### config.mk
export PLATFORM = sky130hd
export DESIGN_NAME = dacController
export DESIGN_NICKNAME = d
export VERILOG_FILES = /design/src/common/dacPkg.sv /design/src/verilog/dacRegs.sv /design/src/verilog/dacSequencer.sv /design/src/spiLink/spiShifter.sv /design/src/verilog/dacController.sv
export SDC_FILE = /design/constraint.sdc
export NUM_CORES = 1
export LEC_CHECK = 0
export BUFFER_PORTS_ARGS = -buffer_cell sky130_fd_sc_hd__buf_4
export CAP_MARGIN = 15
export CELL_PAD_IN_SITES_DETAIL_PLACEMENT = 1
export CELL_PAD_IN_SITES_GLOBAL_PLACEMENT = 1
export CORE_UTILIZATION = 47
export CTS_CLUSTER_DIAMETER = 80
export DETAILED_ROUTE_END_ITERATION = 8
export PLACE_DENSITY = 0.86
export SKIP_CTS_REPAIR_TIMING = 1
export SYNTH_ARGS = -nofsm -noshare
export SYNTH_HDL_FRONTEND = slang
export SYNTH_SLANG_ARGS = --single-unit
### constraint.sdc
create_clock -name DAC_CLR -period 4.36 [get_ports DAC_CLR]
set_input_delay 0.436 -clock DAC_CLR [delete_from_list [all_inputs] [get_ports DAC_CLR]]
set_output_delay 0.436 -clock DAC_CLR [all_outputs]
set_load 0.1 [all_outputs]
### src/common/dacPkg.sv
package dacPkg;

	////////////////////////////////////////
	// Sizes
	////////////////////////////////////////
	localparam int FrameBits    = 32;
	localparam int CodeBits     = 12;
	localparam int ChannelCount = 4;
	localparam int RegDataBits  = 32;
	localparam int RegAddrBits  = 3;
	localparam int IndexBits    = $clog2(ChannelCount);

	// SPI clock half period in DAC_CLR cycles
	localparam int SckHalf       = 2;
	localparam int HalfCountBits = $clog2(SckHalf + 1);
	localparam int BitCountBits  = $clog2(FrameBits);

	// Clear pulse length after reset
	localparam int ClearCycles    = 8;
	localparam int ClearCountBits = $clog2(ClearCycles + 1);

	////////////////////////////////////////
	// DAC command word
	////////////////////////////////////////
	localparam logic [3:0] CmdWriteUpdate = 4'd3;
	localparam logic [3:0] AddrAll        = 4'd15;

	////////////////////////////////////////
	// Host register map
	////////////////////////////////////////
	localparam logic [RegAddrBits-1:0] RegChan0     = 3'd0;
	localparam logic [RegAddrBits-1:0] RegChan1     = 3'd1;
	localparam logic [RegAddrBits-1:0] RegChan2     = 3'd2;
	localparam logic [RegAddrBits-1:0] RegChan3     = 3'd3;
	localparam logic [RegAddrBits-1:0] RegUpdate    = 3'd4;
	localparam logic [RegAddrBits-1:0] RegEcho      = 3'd5;
	localparam logic [RegAddrBits-1:0] RegStatus    = 3'd6;
	localparam logic [RegAddrBits-1:0] RegBroadcast = 3'd7;

	// Sequencer states
	localparam int                      SeqStateBits = 2;
	localparam logic [SeqStateBits-1:0] SeqClear     = 2'd0;
	localparam logic [SeqStateBits-1:0] SeqIdle      = 2'd1;
	localparam logic [SeqStateBits-1:0] SeqStart     = 2'd2;
	localparam logic [SeqStateBits-1:0] SeqWait      = 2'd3;

	// One SPI frame, seen as a bit stream or as DAC fields
	typedef union packed {
		logic [FrameBits-1:0] raw;
		struct packed {
			logic [7:0]          prefix;
			logic [3:0]          command;
			logic [3:0]          address;
			logic [CodeBits-1:0] code;
			logic [3:0]          tail;
		} fields;
	} dacFrame_u;

endpackage

### src/verilog/dacRegs.sv
module dacRegs
	import dacPkg::*;
(
	input  logic                                  DAC_CLR,
	input  logic                                  reseted,
	input  logic                                  regWrite,
	input  logic [RegAddrBits-1:0]                regAddr,
	input  logic [RegDataBits-1:0]                regWriteData,
	input  logic                                  doneChannel,
	input  logic [IndexBits-1:0]                  doneIndex,
	input  logic                                  doneBroadcast,
	input  logic                                  busy,
	input  logic                                  frameDone,
	input  dacFrame_u                             frameIn,
	output logic [RegDataBits-1:0]                regReadData,
	output logic [ChannelCount-1:0][CodeBits-1:0] chanCodes,
	output logic [ChannelCount-1:0]               pendingMask,
	output logic                                  broadcastPending,
	output logic [CodeBits-1:0]                   broadcastCode
);

	logic [ChannelCount-1:0] setMask;
	logic [ChannelCount-1:0] clearMask;
	logic                    writeUpdate;
	logic                    writeBroadcast;
	logic                    writeChannel;
	dacFrame_u               echoWord;

	assign writeUpdate    = regWrite && (regAddr == RegUpdate);
	assign writeBroadcast = regWrite && (regAddr == RegBroadcast);
	assign writeChannel   = regWrite && (regAddr <= RegChan3);

	// Bits set by the host and cleared by finished frames
	always_comb begin
		setMask   = '0;
		clearMask = '0;
		if (writeUpdate) begin
			setMask = regWriteData[ChannelCount-1:0];
		end
		if (doneChannel) begin
			clearMask[doneIndex] = 1'b1;
		end
	end

	////////////////////////////////////////
	// Pending work
	////////////////////////////////////////
	always_ff @(posedge DAC_CLR) begin
		if (reseted) begin
			pendingMask      <= '0;
			broadcastPending <= 1'b0;
		end else begin
			// Host write wins over a clear of the same bit
			pendingMask <= (pendingMask & ~clearMask) | setMask;
			if (writeBroadcast) begin
				broadcastPending <= 1'b1;
			end else if (doneBroadcast) begin
				broadcastPending <= 1'b0;
			end
		end
	end

	////////////////////////////////////////
	// Codes and echo
	////////////////////////////////////////
	always_ff @(posedge DAC_CLR) begin
		if (writeChannel) begin
			chanCodes[regAddr[IndexBits-1:0]] <= regWriteData[CodeBits-1:0];
		end
		if (writeBroadcast) begin
			broadcastCode <= regWriteData[CodeBits-1:0];
		end
		// Word shifted back by the DAC during the last frame
		if (frameDone) begin
			echoWord <= frameIn;
		end
	end

	// Host readback
	always_comb begin
		regReadData = '0;
		case (regAddr)
			RegChan0, RegChan1, RegChan2, RegChan3: begin
				regReadData[CodeBits-1:0] = chanCodes[regAddr[IndexBits-1:0]];
			end
			RegUpdate: begin
				regReadData[ChannelCount-1:0] = pendingMask;
			end
			RegEcho: begin
				regReadData = echoWord.raw;
			end
			RegStatus: begin
				regReadData[0]   = busy;
				regReadData[7:4] = pendingMask;
				regReadData[8]   = broadcastPending;
			end
			RegBroadcast: begin
				regReadData[CodeBits-1:0] = broadcastCode;
			end
			default: begin
				regReadData = '0;
			end
		endcase
	end

endmodule

### src/verilog/dacSequencer.sv
module dacSequencer
	import dacPkg::*;
(
	input  logic                                  DAC_CLR,
	input  logic                                  reseted,
	input  logic [ChannelCount-1:0][CodeBits-1:0] chanCodes,
	input  logic [ChannelCount-1:0]               pendingMask,
	input  logic                                  broadcastPending,
	input  logic [CodeBits-1:0]                   broadcastCode,
	input  logic                                  frameDone,
	input  logic                                  shifterIdle,
	output logic                                  dacClearN,
	output logic                                  busy,
	output logic                                  frameStart,
	output dacFrame_u                             frameOut,
	output logic                                  doneChannel,
	output logic [IndexBits-1:0]                  doneIndex,
	output logic                                  doneBroadcast
);

	logic [SeqStateBits-1:0]   state;
	logic [ClearCountBits-1:0] clearCount;
	logic                      anyWork;
	logic                      selFound;
	logic [IndexBits-1:0]      selIndex;
	logic [IndexBits-1:0]      curIndex;
	logic                      curBroadcast;

	assign anyWork = (|pendingMask) || broadcastPending;

	// Lowest pending channel wins
	always_comb begin
		selFound = 1'b0;
		selIndex = '0;
		for (int i = ChannelCount - 1; i >= 0; i--) begin
			if (pendingMask[i]) begin
				selFound = 1'b1;
				selIndex = IndexBits'(i);
			end
		end
	end

	// Frame for the selected channel, else the broadcast
	always_comb begin
		frameOut                = '0;
		frameOut.fields.command = CmdWriteUpdate;
		if (selFound) begin
			frameOut.fields.address = 4'(selIndex);
			frameOut.fields.code    = chanCodes[selIndex];
		end else begin
			frameOut.fields.address = AddrAll;
			frameOut.fields.code    = broadcastCode;
		end
	end

	assign frameStart = (state == SeqStart) && shifterIdle && anyWork;

	// Done pulses in the frameDone cycle so the mask is fresh for the next start
	assign doneChannel   = (state == SeqWait) && frameDone && !curBroadcast;
	assign doneBroadcast = (state == SeqWait) && frameDone && curBroadcast;
	assign doneIndex     = curIndex;

	assign busy = (state != SeqIdle) || anyWork;

	////////////////////////////////////////
	// Control FSM
	////////////////////////////////////////
	always_ff @(posedge DAC_CLR) begin
		if (reseted) begin
			state        <= SeqClear;
			clearCount   <= '0;
			dacClearN    <= 1'b0;
			curBroadcast <= 1'b0;
		end else begin
			case (state)
				SeqClear: begin
					if (clearCount == ClearCountBits'(ClearCycles - 1)) begin
						dacClearN <= 1'b1;
						state     <= SeqIdle;
					end else begin
						clearCount <= clearCount + 1'b1;
					end
				end
				SeqIdle: begin
					if (anyWork) begin
						state <= SeqStart;
					end
				end
				SeqStart: begin
					// Nothing left after the last frame
					if (!anyWork) begin
						state <= SeqIdle;
					end else if (shifterIdle) begin
						state        <= SeqWait;
						curBroadcast <= !selFound;
					end
				end
				SeqWait: begin
					if (frameDone) begin
						state <= SeqStart;
					end
				end
				default: begin
					state <= SeqIdle;
				end
			endcase
		end
	end

	// Channel of the frame in flight
	always_ff @(posedge DAC_CLR) begin
		if (frameStart) begin
			curIndex <= selIndex;
		end
	end

endmodule

### src/spiLink/spiShifter.sv
module spiShifter
	import dacPkg::*;
(
	input  logic      DAC_CLR,
	input  logic      reseted,
	input  logic      frameStart,
	input  dacFrame_u frameOut,
	input  logic      dacOut,
	output logic      spiSck,
	output logic      spiMosi,
	output logic      dacCs,
	output logic      shifterIdle,
	output logic      frameDone,
	output dacFrame_u frameIn
);

	logic                     active;
	logic                     tailPhase;
	logic [HalfCountBits-1:0] halfCount;
	logic [BitCountBits-1:0]  bitCount;
	logic                     halfEnd;
	logic                     sckRise;
	logic                     sckFall;
	logic [FrameBits-1:0]     txShift;
	logic [FrameBits-1:0]     rxShift;

	assign halfEnd = (halfCount == HalfCountBits'(SckHalf - 1));
	assign sckRise = active && !tailPhase && halfEnd && !spiSck;
	assign sckFall = active && !tailPhase && halfEnd && spiSck;

	assign shifterIdle = !active;
	assign frameIn.raw = rxShift;

	////////////////////////////////////////
	// Frame timing
	////////////////////////////////////////
	always_ff @(posedge DAC_CLR) begin
		if (reseted) begin
			active    <= 1'b0;
			tailPhase <= 1'b0;
			halfCount <= '0;
			bitCount  <= '0;
			dacCs     <= 1'b1;
			spiSck    <= 1'b0;
			spiMosi   <= 1'b0;
			frameDone <= 1'b0;
		end else begin
			frameDone <= 1'b0;
			if (!active) begin
				if (frameStart) begin
					active    <= 1'b1;
					tailPhase <= 1'b0;
					halfCount <= '0;
					bitCount  <= '0;
					dacCs     <= 1'b0;
					spiMosi   <= frameOut.raw[FrameBits-1];
				end
			end else if (!halfEnd) begin
				halfCount <= halfCount + 1'b1;
			end else begin
				halfCount <= '0;
				if (tailPhase) begin
					// CS hold after the last falling edge
					active    <= 1'b0;
					tailPhase <= 1'b0;
					dacCs     <= 1'b1;
					spiMosi   <= 1'b0;
					frameDone <= 1'b1;
				end else if (!spiSck) begin
					spiSck <= 1'b1;
				end else begin
					spiSck <= 1'b0;
					if (bitCount == BitCountBits'(FrameBits - 1)) begin
						tailPhase <= 1'b1;
					end else begin
						bitCount <= bitCount + 1'b1;
						// Next bit while SCK is low
						spiMosi  <= txShift[FrameBits-2];
					end
				end
			end
		end
	end

	// Shift registers, MSB first in both directions
	always_ff @(posedge DAC_CLR) begin
		if (!active && frameStart) begin
			txShift <= frameOut.raw;
		end else if (sckFall) begin
			txShift <= {txShift[FrameBits-2:0], 1'b0};
		end
		if (sckRise) begin
			rxShift <= {rxShift[FrameBits-2:0], dacOut};
		end
	end

endmodule

### src/verilog/dacController.sv
module dacController
	import dacPkg::*;
(
	input  logic                   DAC_CLR,
	input  logic                   reseted,
	input  logic                   regWrite,
	input  logic [RegAddrBits-1:0] regAddr,
	input  logic [RegDataBits-1:0] regWriteData,
	input  logic                   dacOut,
	output logic [RegDataBits-1:0] regReadData,
	output logic                   busy,
	output logic                   spiSck,
	output logic                   spiMosi,
	output logic                   dacCs,
	output logic                   dacClearN
);

	logic [ChannelCount-1:0][CodeBits-1:0] chanCodes;
	logic [ChannelCount-1:0]               pendingMask;
	logic                                  broadcastPending;
	logic [CodeBits-1:0]                   broadcastCode;
	logic                                  doneChannel;
	logic [IndexBits-1:0]                  doneIndex;
	logic                                  doneBroadcast;
	logic                                  frameStart;
	dacFrame_u                             frameOut;
	logic                                  frameDone;
	dacFrame_u                             frameIn;
	logic                                  shifterIdle;

	// Host registers
	dacRegs dacRegs_inst (
		.DAC_CLR          (DAC_CLR),
		.reseted          (reseted),
		.regWrite         (regWrite),
		.regAddr          (regAddr),
		.regWriteData     (regWriteData),
		.doneChannel      (doneChannel),
		.doneIndex        (doneIndex),
		.doneBroadcast    (doneBroadcast),
		.busy             (busy),
		.frameDone        (frameDone),
		.frameIn          (frameIn),
		.regReadData      (regReadData),
		.chanCodes        (chanCodes),
		.pendingMask      (pendingMask),
		.broadcastPending (broadcastPending),
		.broadcastCode    (broadcastCode)
	);

	// Clear pulse and frame scheduling
	dacSequencer dacSequencer_inst (
		.DAC_CLR          (DAC_CLR),
		.reseted          (reseted),
		.chanCodes        (chanCodes),
		.pendingMask      (pendingMask),
		.broadcastPending (broadcastPending),
		.broadcastCode    (broadcastCode),
		.frameDone        (frameDone),
		.shifterIdle      (shifterIdle),
		.dacClearN        (dacClearN),
		.busy             (busy),
		.frameStart       (frameStart),
		.frameOut         (frameOut),
		.doneChannel      (doneChannel),
		.doneIndex        (doneIndex),
		.doneBroadcast    (doneBroadcast)
	);

	// Serial link to the DAC
	spiShifter spiShifter_inst (
		.DAC_CLR     (DAC_CLR),
		.reseted     (reseted),
		.frameStart  (frameStart),
		.frameOut    (frameOut),
		.dacOut      (dacOut),
		.spiSck      (spiSck),
		.spiMosi     (spiMosi),
		.dacCs       (dacCs),
		.shifterIdle (shifterIdle),
		.frameDone   (frameDone),
		.frameIn     (frameIn)
	);

endmodule

# Word-level counts from Yosys, hierarchy flattened
# Cells that the tools add are included.
[totals]
regBits = 179
in_bits = 39
output_inout_bits = 37
elab_cells = 168
[classes]
add_sub_neg = 3
magnitude_cmp = 6
n_eq_ne = 25
n_mux = 64
bitwise_logic = 7
n_reduce_logical = 39
[ops]
columns = ["operator", "count"]
rows = [
  ["$mux W20", 3],
  ["$bmux W12 S2", 2],
  ["$bwmux W48", 1],
  ["$mux W12", 3],
  ["$mux W5", 6],
  ["$mux W1", 27],
  ["$demux W12 S2", 1],
  ["$mux W2", 12],
  ["$pmux W5 S4", 1],
  ["$mux W16", 1],
  ["$logic_and A1 B1 Y1", 15],
  ["$eq A3 B3 Y1 const B", 4],
  ["$pmux W3 S4", 1],
  ["$ne A2 B1 Y1 const B", 5],
  ["$lt A2 B3 Y1 const B", 3],
  ["$pmux W3 S3", 1],
  ["$reduce_and A3 Y1", 3],
  ["$mux W4", 2],
  ["$ne A2 B2 Y1 const B", 4],
  ["$pmux W2 S4", 1],
  ["$reduce_and A4 Y1", 2],
  ["$reduce_or A4 Y1", 2],
  ["$eq A3 B2 Y1 const B", 2],
  ["$ne A3 B3 Y1 const B", 2],
  ["other kinds (25)", 40],
]

# Logic depth before layout (Yosys ltp)
[depth]
depth_word = 8
depth_mapped = 7

# By module
# From an unflattened synthesis, not the netlist that was laid out.
[unflattened]
cells_unflattened = 553
hier_area_um2 = 7795.0
[modules_own_cells]
columns = ["mod", "instances", "cells_per_inst", "area_each_um2", "seq_area_each_um2"]
rows = [
  ["dacRegs", 1, 232, 3852.4, 2862.7],
  ["spiShifter", 1, 172, 2897.8, 2152.1],
  ["dacSequencer", 1, 149, 1044.8, 220.2],
]

# Worst setup path after synthesis
# OpenSTA, ideal clock, no wires.
[synth_timing]
path_type = "register to register"
start = "register spiShifter_inst.spiSck"
end = "register spiShifter_inst.rxShift[0], in the netlist spiShifter_inst.frameIn[0], enable pin"
setup_ns = 0.463
arrival_ns = 3.116
path_slack_ns = 0.780
path_stages_with_launch = 2
n_path_buf = 0
path_cell_list = "dfxtp_1 > nor3_1"
[synth_between]
elab_chain_cells = 2
[synth_rtl]
columns = ["element", "line", "text"]
rows = [
  ["from (decl)", "spiShifter.sv:9", "output logic spiSck,"],
  ["from (signal assigned)", "spiShifter.sv:44", "spiSck <= 1'b0;"],
  ["from (signal assigned)", "spiShifter.sv:70", "spiSck <= 1'b1;"],
  ["from (signal assigned)", "spiShifter.sv:72", "spiSck <= 1'b0;"],
  ["$logic_not A1 Y1", "spiShifter.sv:28", "assign sckRise = active && !tailPhase && halfEnd && !spiSck;"],
  ["$logic_and A1 B1 Y1", "spiShifter.sv:28", ""],
  ["via spiShifter_inst.sckRise", "spiShifter.sv:22", "logic sckRise;"],
  ["to (signal assigned)", "spiShifter.sv:93", "rxShift <= {rxShift[FrameBits-2:0], dacOut};"],
  ["to (decl)", "spiShifter.sv:25", "logic [FrameBits-1:0] rxShift;"],
]
# The timed path passes the listed nets, and every way through them passes these cells.
# A chain may end at the register's enable or synchronous reset.

# Worst setup path after layout
[layout_timing]
start = "register dacRegs_inst.pendingMask[0]"
end = "output regReadData[0]"
[layout_between]
elab_chain_cells = 4
[layout_rtl]
columns = ["element", "line", "text"]
rows = [
  ["from (decl)", "dacRegs.sv:17", "output logic [ChannelCount-1:0] pendingMask,"],
  ["from (signal assigned)", "dacRegs.sv:54", "pendingMask <= (pendingMask & ~clearMask) | setMask;"],
  ["$reduce_or A4 Y1", "dacSequencer.sv:29", "assign anyWork = (|pendingMask) || broadcastPending;"],
  ["$logic_or A1 B1 Y1", "dacSequencer.sv:29", ""],
  ["$logic_or A1 B1 Y1", "dacSequencer.sv:63", "assign busy = (state != SeqIdle) || anyWork;"],
  ["$pmux W1 S5 (*)", "dacRegs.sv:82", "case (regAddr)"],
  ["to (decl)", "dacController.sv:10", "output logic [RegDataBits-1:0] regReadData,"],
]
# Every way passes the cells marked *; elsewhere a longest branch is shown, timed or not.

==> flow_metrics.py <==
metrics = {
    "sta": {
        "finalCritPeriodShare_pct": 75.23,
        "hold_violations": 0,
        "tightest_slew_ns": 1.093,
        "setup_viol": 0,
        "max_freq_mhz": 304.9,
        "rsz0062_at_grt": "false",
        "period_needed_ns": 3.280,
        "maxSlewHeadroom_pct": 26.89,
        "drv_slew": 0,
        "whs_ns": 0.1729,
        "fin_setup_tns_ns": 0,
        "fin_skew_ns": 0.007876,
    },
    "detailed_routing": {
        "drtIter0Drc": 420,
        "detail-route-antenna-nets": 0,
        "first_pass_iters": 5,
        "wl_per_cell_um": 22.39,
        "vias": 4688,
        "wl_um": 17710,
        "routed_via_density": 5.927,
        "drc_errors": 0,
    },
    "run_status": {
        "status": "finished, final reports clean",
    },
    "logic_synthesis": {
        "synth_edf_count": 142,
        "ys_async_sr_fraction_pct": 0,
        "synth_top_area_share_pct": 57.89,
        "synthesis.area_um2": 7366,
        "synth_top_cell_by_area": "edfxtp_1",
        "syn_inst": 519,
        "synth_fp_nets": 561,
        "synth_most_common_cell": "edfxtp_1",
        "ys_ff_latch": 179,
        "synth_warnings": 0,
        "seq_area_frac_synth_pct": 67.95,
        "synthTopCellsByArea": "edfxtp_1 (58%), dfxtp_1 (10%), mux4_2 (3.7%)",
        "syn_avg_cell_area_um2": 14.19,
        "synthTopCellsByCount": "edfxtp_1 (142), nor2_1 (38), dfxtp_1 (37), nand2_1 (32), and2_1 (22)",
        "synth_ff_type": "edfxtp_1",
        "synth.distinct_cells": 59,
    },
    "clocking": {
        "cts_max_level": 4,
        "cts_sinks": 179,
        "cts_root_buf": "clkbuf_16",
        "path_clk_slew_ns": 0.06,
        "cts_buffers": 17,
        "clock_latency_ns": 0.44,
        "cts_tree": "done",
        "clk_path_buf_depth": 2,
    },
    "power": {
        "total_power_uw": 3727,
        "p_per_area_nw_per_um2": 437.5,
        "ir_worst_vdd_uv": 317.6,
        "leakage_uw": 0.002969,
    },
    "worst_setup_path": {
        "critPathLaunchType": "flop",
        "rrSetupSlack_ns": 1.56,
        "crit_fanout": 21,
        "r2r.worst_path.cells": 4,
        "arrival_ns": 2.84,
        "r2r_end": "spiShifter_inst.txShift[11]$_DFFE_PP_",
        "path_class": "reg2out",
        "cp_slowest_cell": "or4_1",
        "worstPathRequired_ns": 3.92,
        "slowest_delay_ns": 0.81,
        "crit_family": "simple AND/OR/NAND/NOR gates",
        "cp_cell_sequence": "or4_1, or4_4, nand2_1, a31oi_1, buf_4",
        "critPathBufInv": 1,
        "rr_startpoint": "dacRegs_inst.pendingMask[0]$_SDFF_PP0_",
        "end_kind": "primary output",
    },
    "placed_design": {
        "dp.cells": 759,
        "hpwlAfterDp_um": 11480,
        "gp_congestion": 0.8626,
        "io_buffer_count": 55,
    },
    "hold_path": {
        "hp-class": "in2reg",
        "min_from": "dacOut",
        "min_to": "spiShifter_inst.frameIn[0]$_DFFE_PP_",
        "holdPathStages": 1,
    },
    "global_route": {
        "antenna_found_initial": 0,
        "grt_pass1_wl_um": 27460,
        "grt_remaining_overflow": 0,
        "grt_use_total_pct": 23.33,
        "grt_pass1_vias": 4870,
        "grt_max_degree": 36,
    },
    "die": {
        "die_height_um": 127.2,
        "chipWidth_um": 127.2,
        "start_util_pct": 48.27,
        "die-area_um2": 16180,
        "core-area_um2": 15260,
        "io_pins": 76,
        "rows": 45,
    },
    "finish": {
        "area_growth_pct": 15.66,
        "n_antenna_cell": 0,
        "nNetsFinal": 609,
        "final_cells": 791,
        "drive_above_1_share_pct": 22.07,
    },
    "job": {
        "maxCapViolations": 0,
    },
}
## cells in the final DEF (no fill, tap or decap), drive strengths merged, types with 4 or more instances in the layout
master,instances
edfxtp,142
buf,63
nor2,38
dfxtp,37
nand2,33
and2,22
a21oi,19
o21ai,18
clkbuf,18
mux2i,17
nand2b,14
inv,13
mux4,12
mux2,10
nand3,10
a221o,9
o32a,9
a32oi,9
a22oi,8
nor3,8
nand3b,5
nor2b,4
o22ai,4
a32o,4
clkinvlp,4
## where the power goes
part,switching (µW),internal (µW)
combinational,229,95.9
clock,658,850
sequential,30.6,1860
total,918,2810
## logic make-up after synthesis
kind of cell               Yosys count  synth area share, %
xor gates and xnor gates             4               0.4757
DFF                                179                67.95
buffers and inverters               42                2.735
AOI/OAI and AO/OA                   96                9.751
adders and majority gates            3               0.5097
muxes                               39                7.508
and+or+nand+nor                    156                11.08
## sequential cells by signal, indices dropped and copies added, names as in the netlist, 4 cells and up
register / cells
dacRegs_inst.pendingMask: 4
spiShifter_inst.frameIn: 32
spiShifter_inst.bitCount: 5
dacRegs_inst.broadcastCode: 12
dacSequencer_inst.clearCount: 4
dacRegs_inst.chanCodes: 48
dacRegs_inst.echoWord: 32
spiShifter_inst.txShift: 27
## metrics by stage
stage          utilization [%]  setup slack (ns)  instance area (µm²)
4_1_cts                  55.83             1.082                 8519
3_5_place_dp             52.03             1.466                 7939
2_1_floorplan                -            0.7803                 7366
3_3_place_gp             52.03             1.536                 7939
5_1_grt                  55.83            0.9966                 8519
6_report                 55.83             1.080                 8519
## worst max-delay path by stage
stage / slack, ns / to / cells past startpoint / from
floorplan: 0.78 / spiShifter_inst.frameIn[0]$_DFFE_PP_ / 1 / spiShifter_inst.spiSck$_SDFFE_PP0P_
global placement: 1.54 / regReadData[31] / 5 / regAddr[0]
detailed placement: 1.47 / regReadData[31] / 5 / regAddr[0]
CTS: 1.08 / regReadData[0] / 5 / dacRegs_inst.pendingMask[0]$_SDFF_PP0_
global route: 1.0 / regReadData[0] / 5 / dacRegs_inst.pendingMask[0]$_SDFF_PP0_
finish: 1.08 / regReadData[0] / 5 / dacRegs_inst.pendingMask[0]$_SDFF_PP0_
## cell type report
cell class,count,area [µm²]
Clock inverter,14,151.4
Fill cell,1480,6739
Clock buffer,18,429.2
Sequential cell,179,5005
Inverter,8,32.53
Timing Repair Buffer,63,473.0
Multi-Input combinational cell,298,2165
Tap cell,211,264.0
## per-layer routing
layer | vias to the layer above | GRT usage [%] | wire length, µm
met1 | 2374 | 28.90 | 6972
met3 | 36 | 4.313 | 1181
met2 | 195 | 39.37 | 9062
met4 | 0 | 11.97 | 497
met5 | - | 0 | 0
li1 | 2083 | - | -
## worst reg2reg max path: cells and delay by family, from the launching register on
| family | cells | cell delay (ns) |
|---|---|---|
| AND/OR/NAND/NOR | 2 | 1.48 |
| flip-flops | 1 | 0.61 |
| AO/OA/AOI/OAI | 2 | 0.56 |
Power figures use the tool's default switching activity.
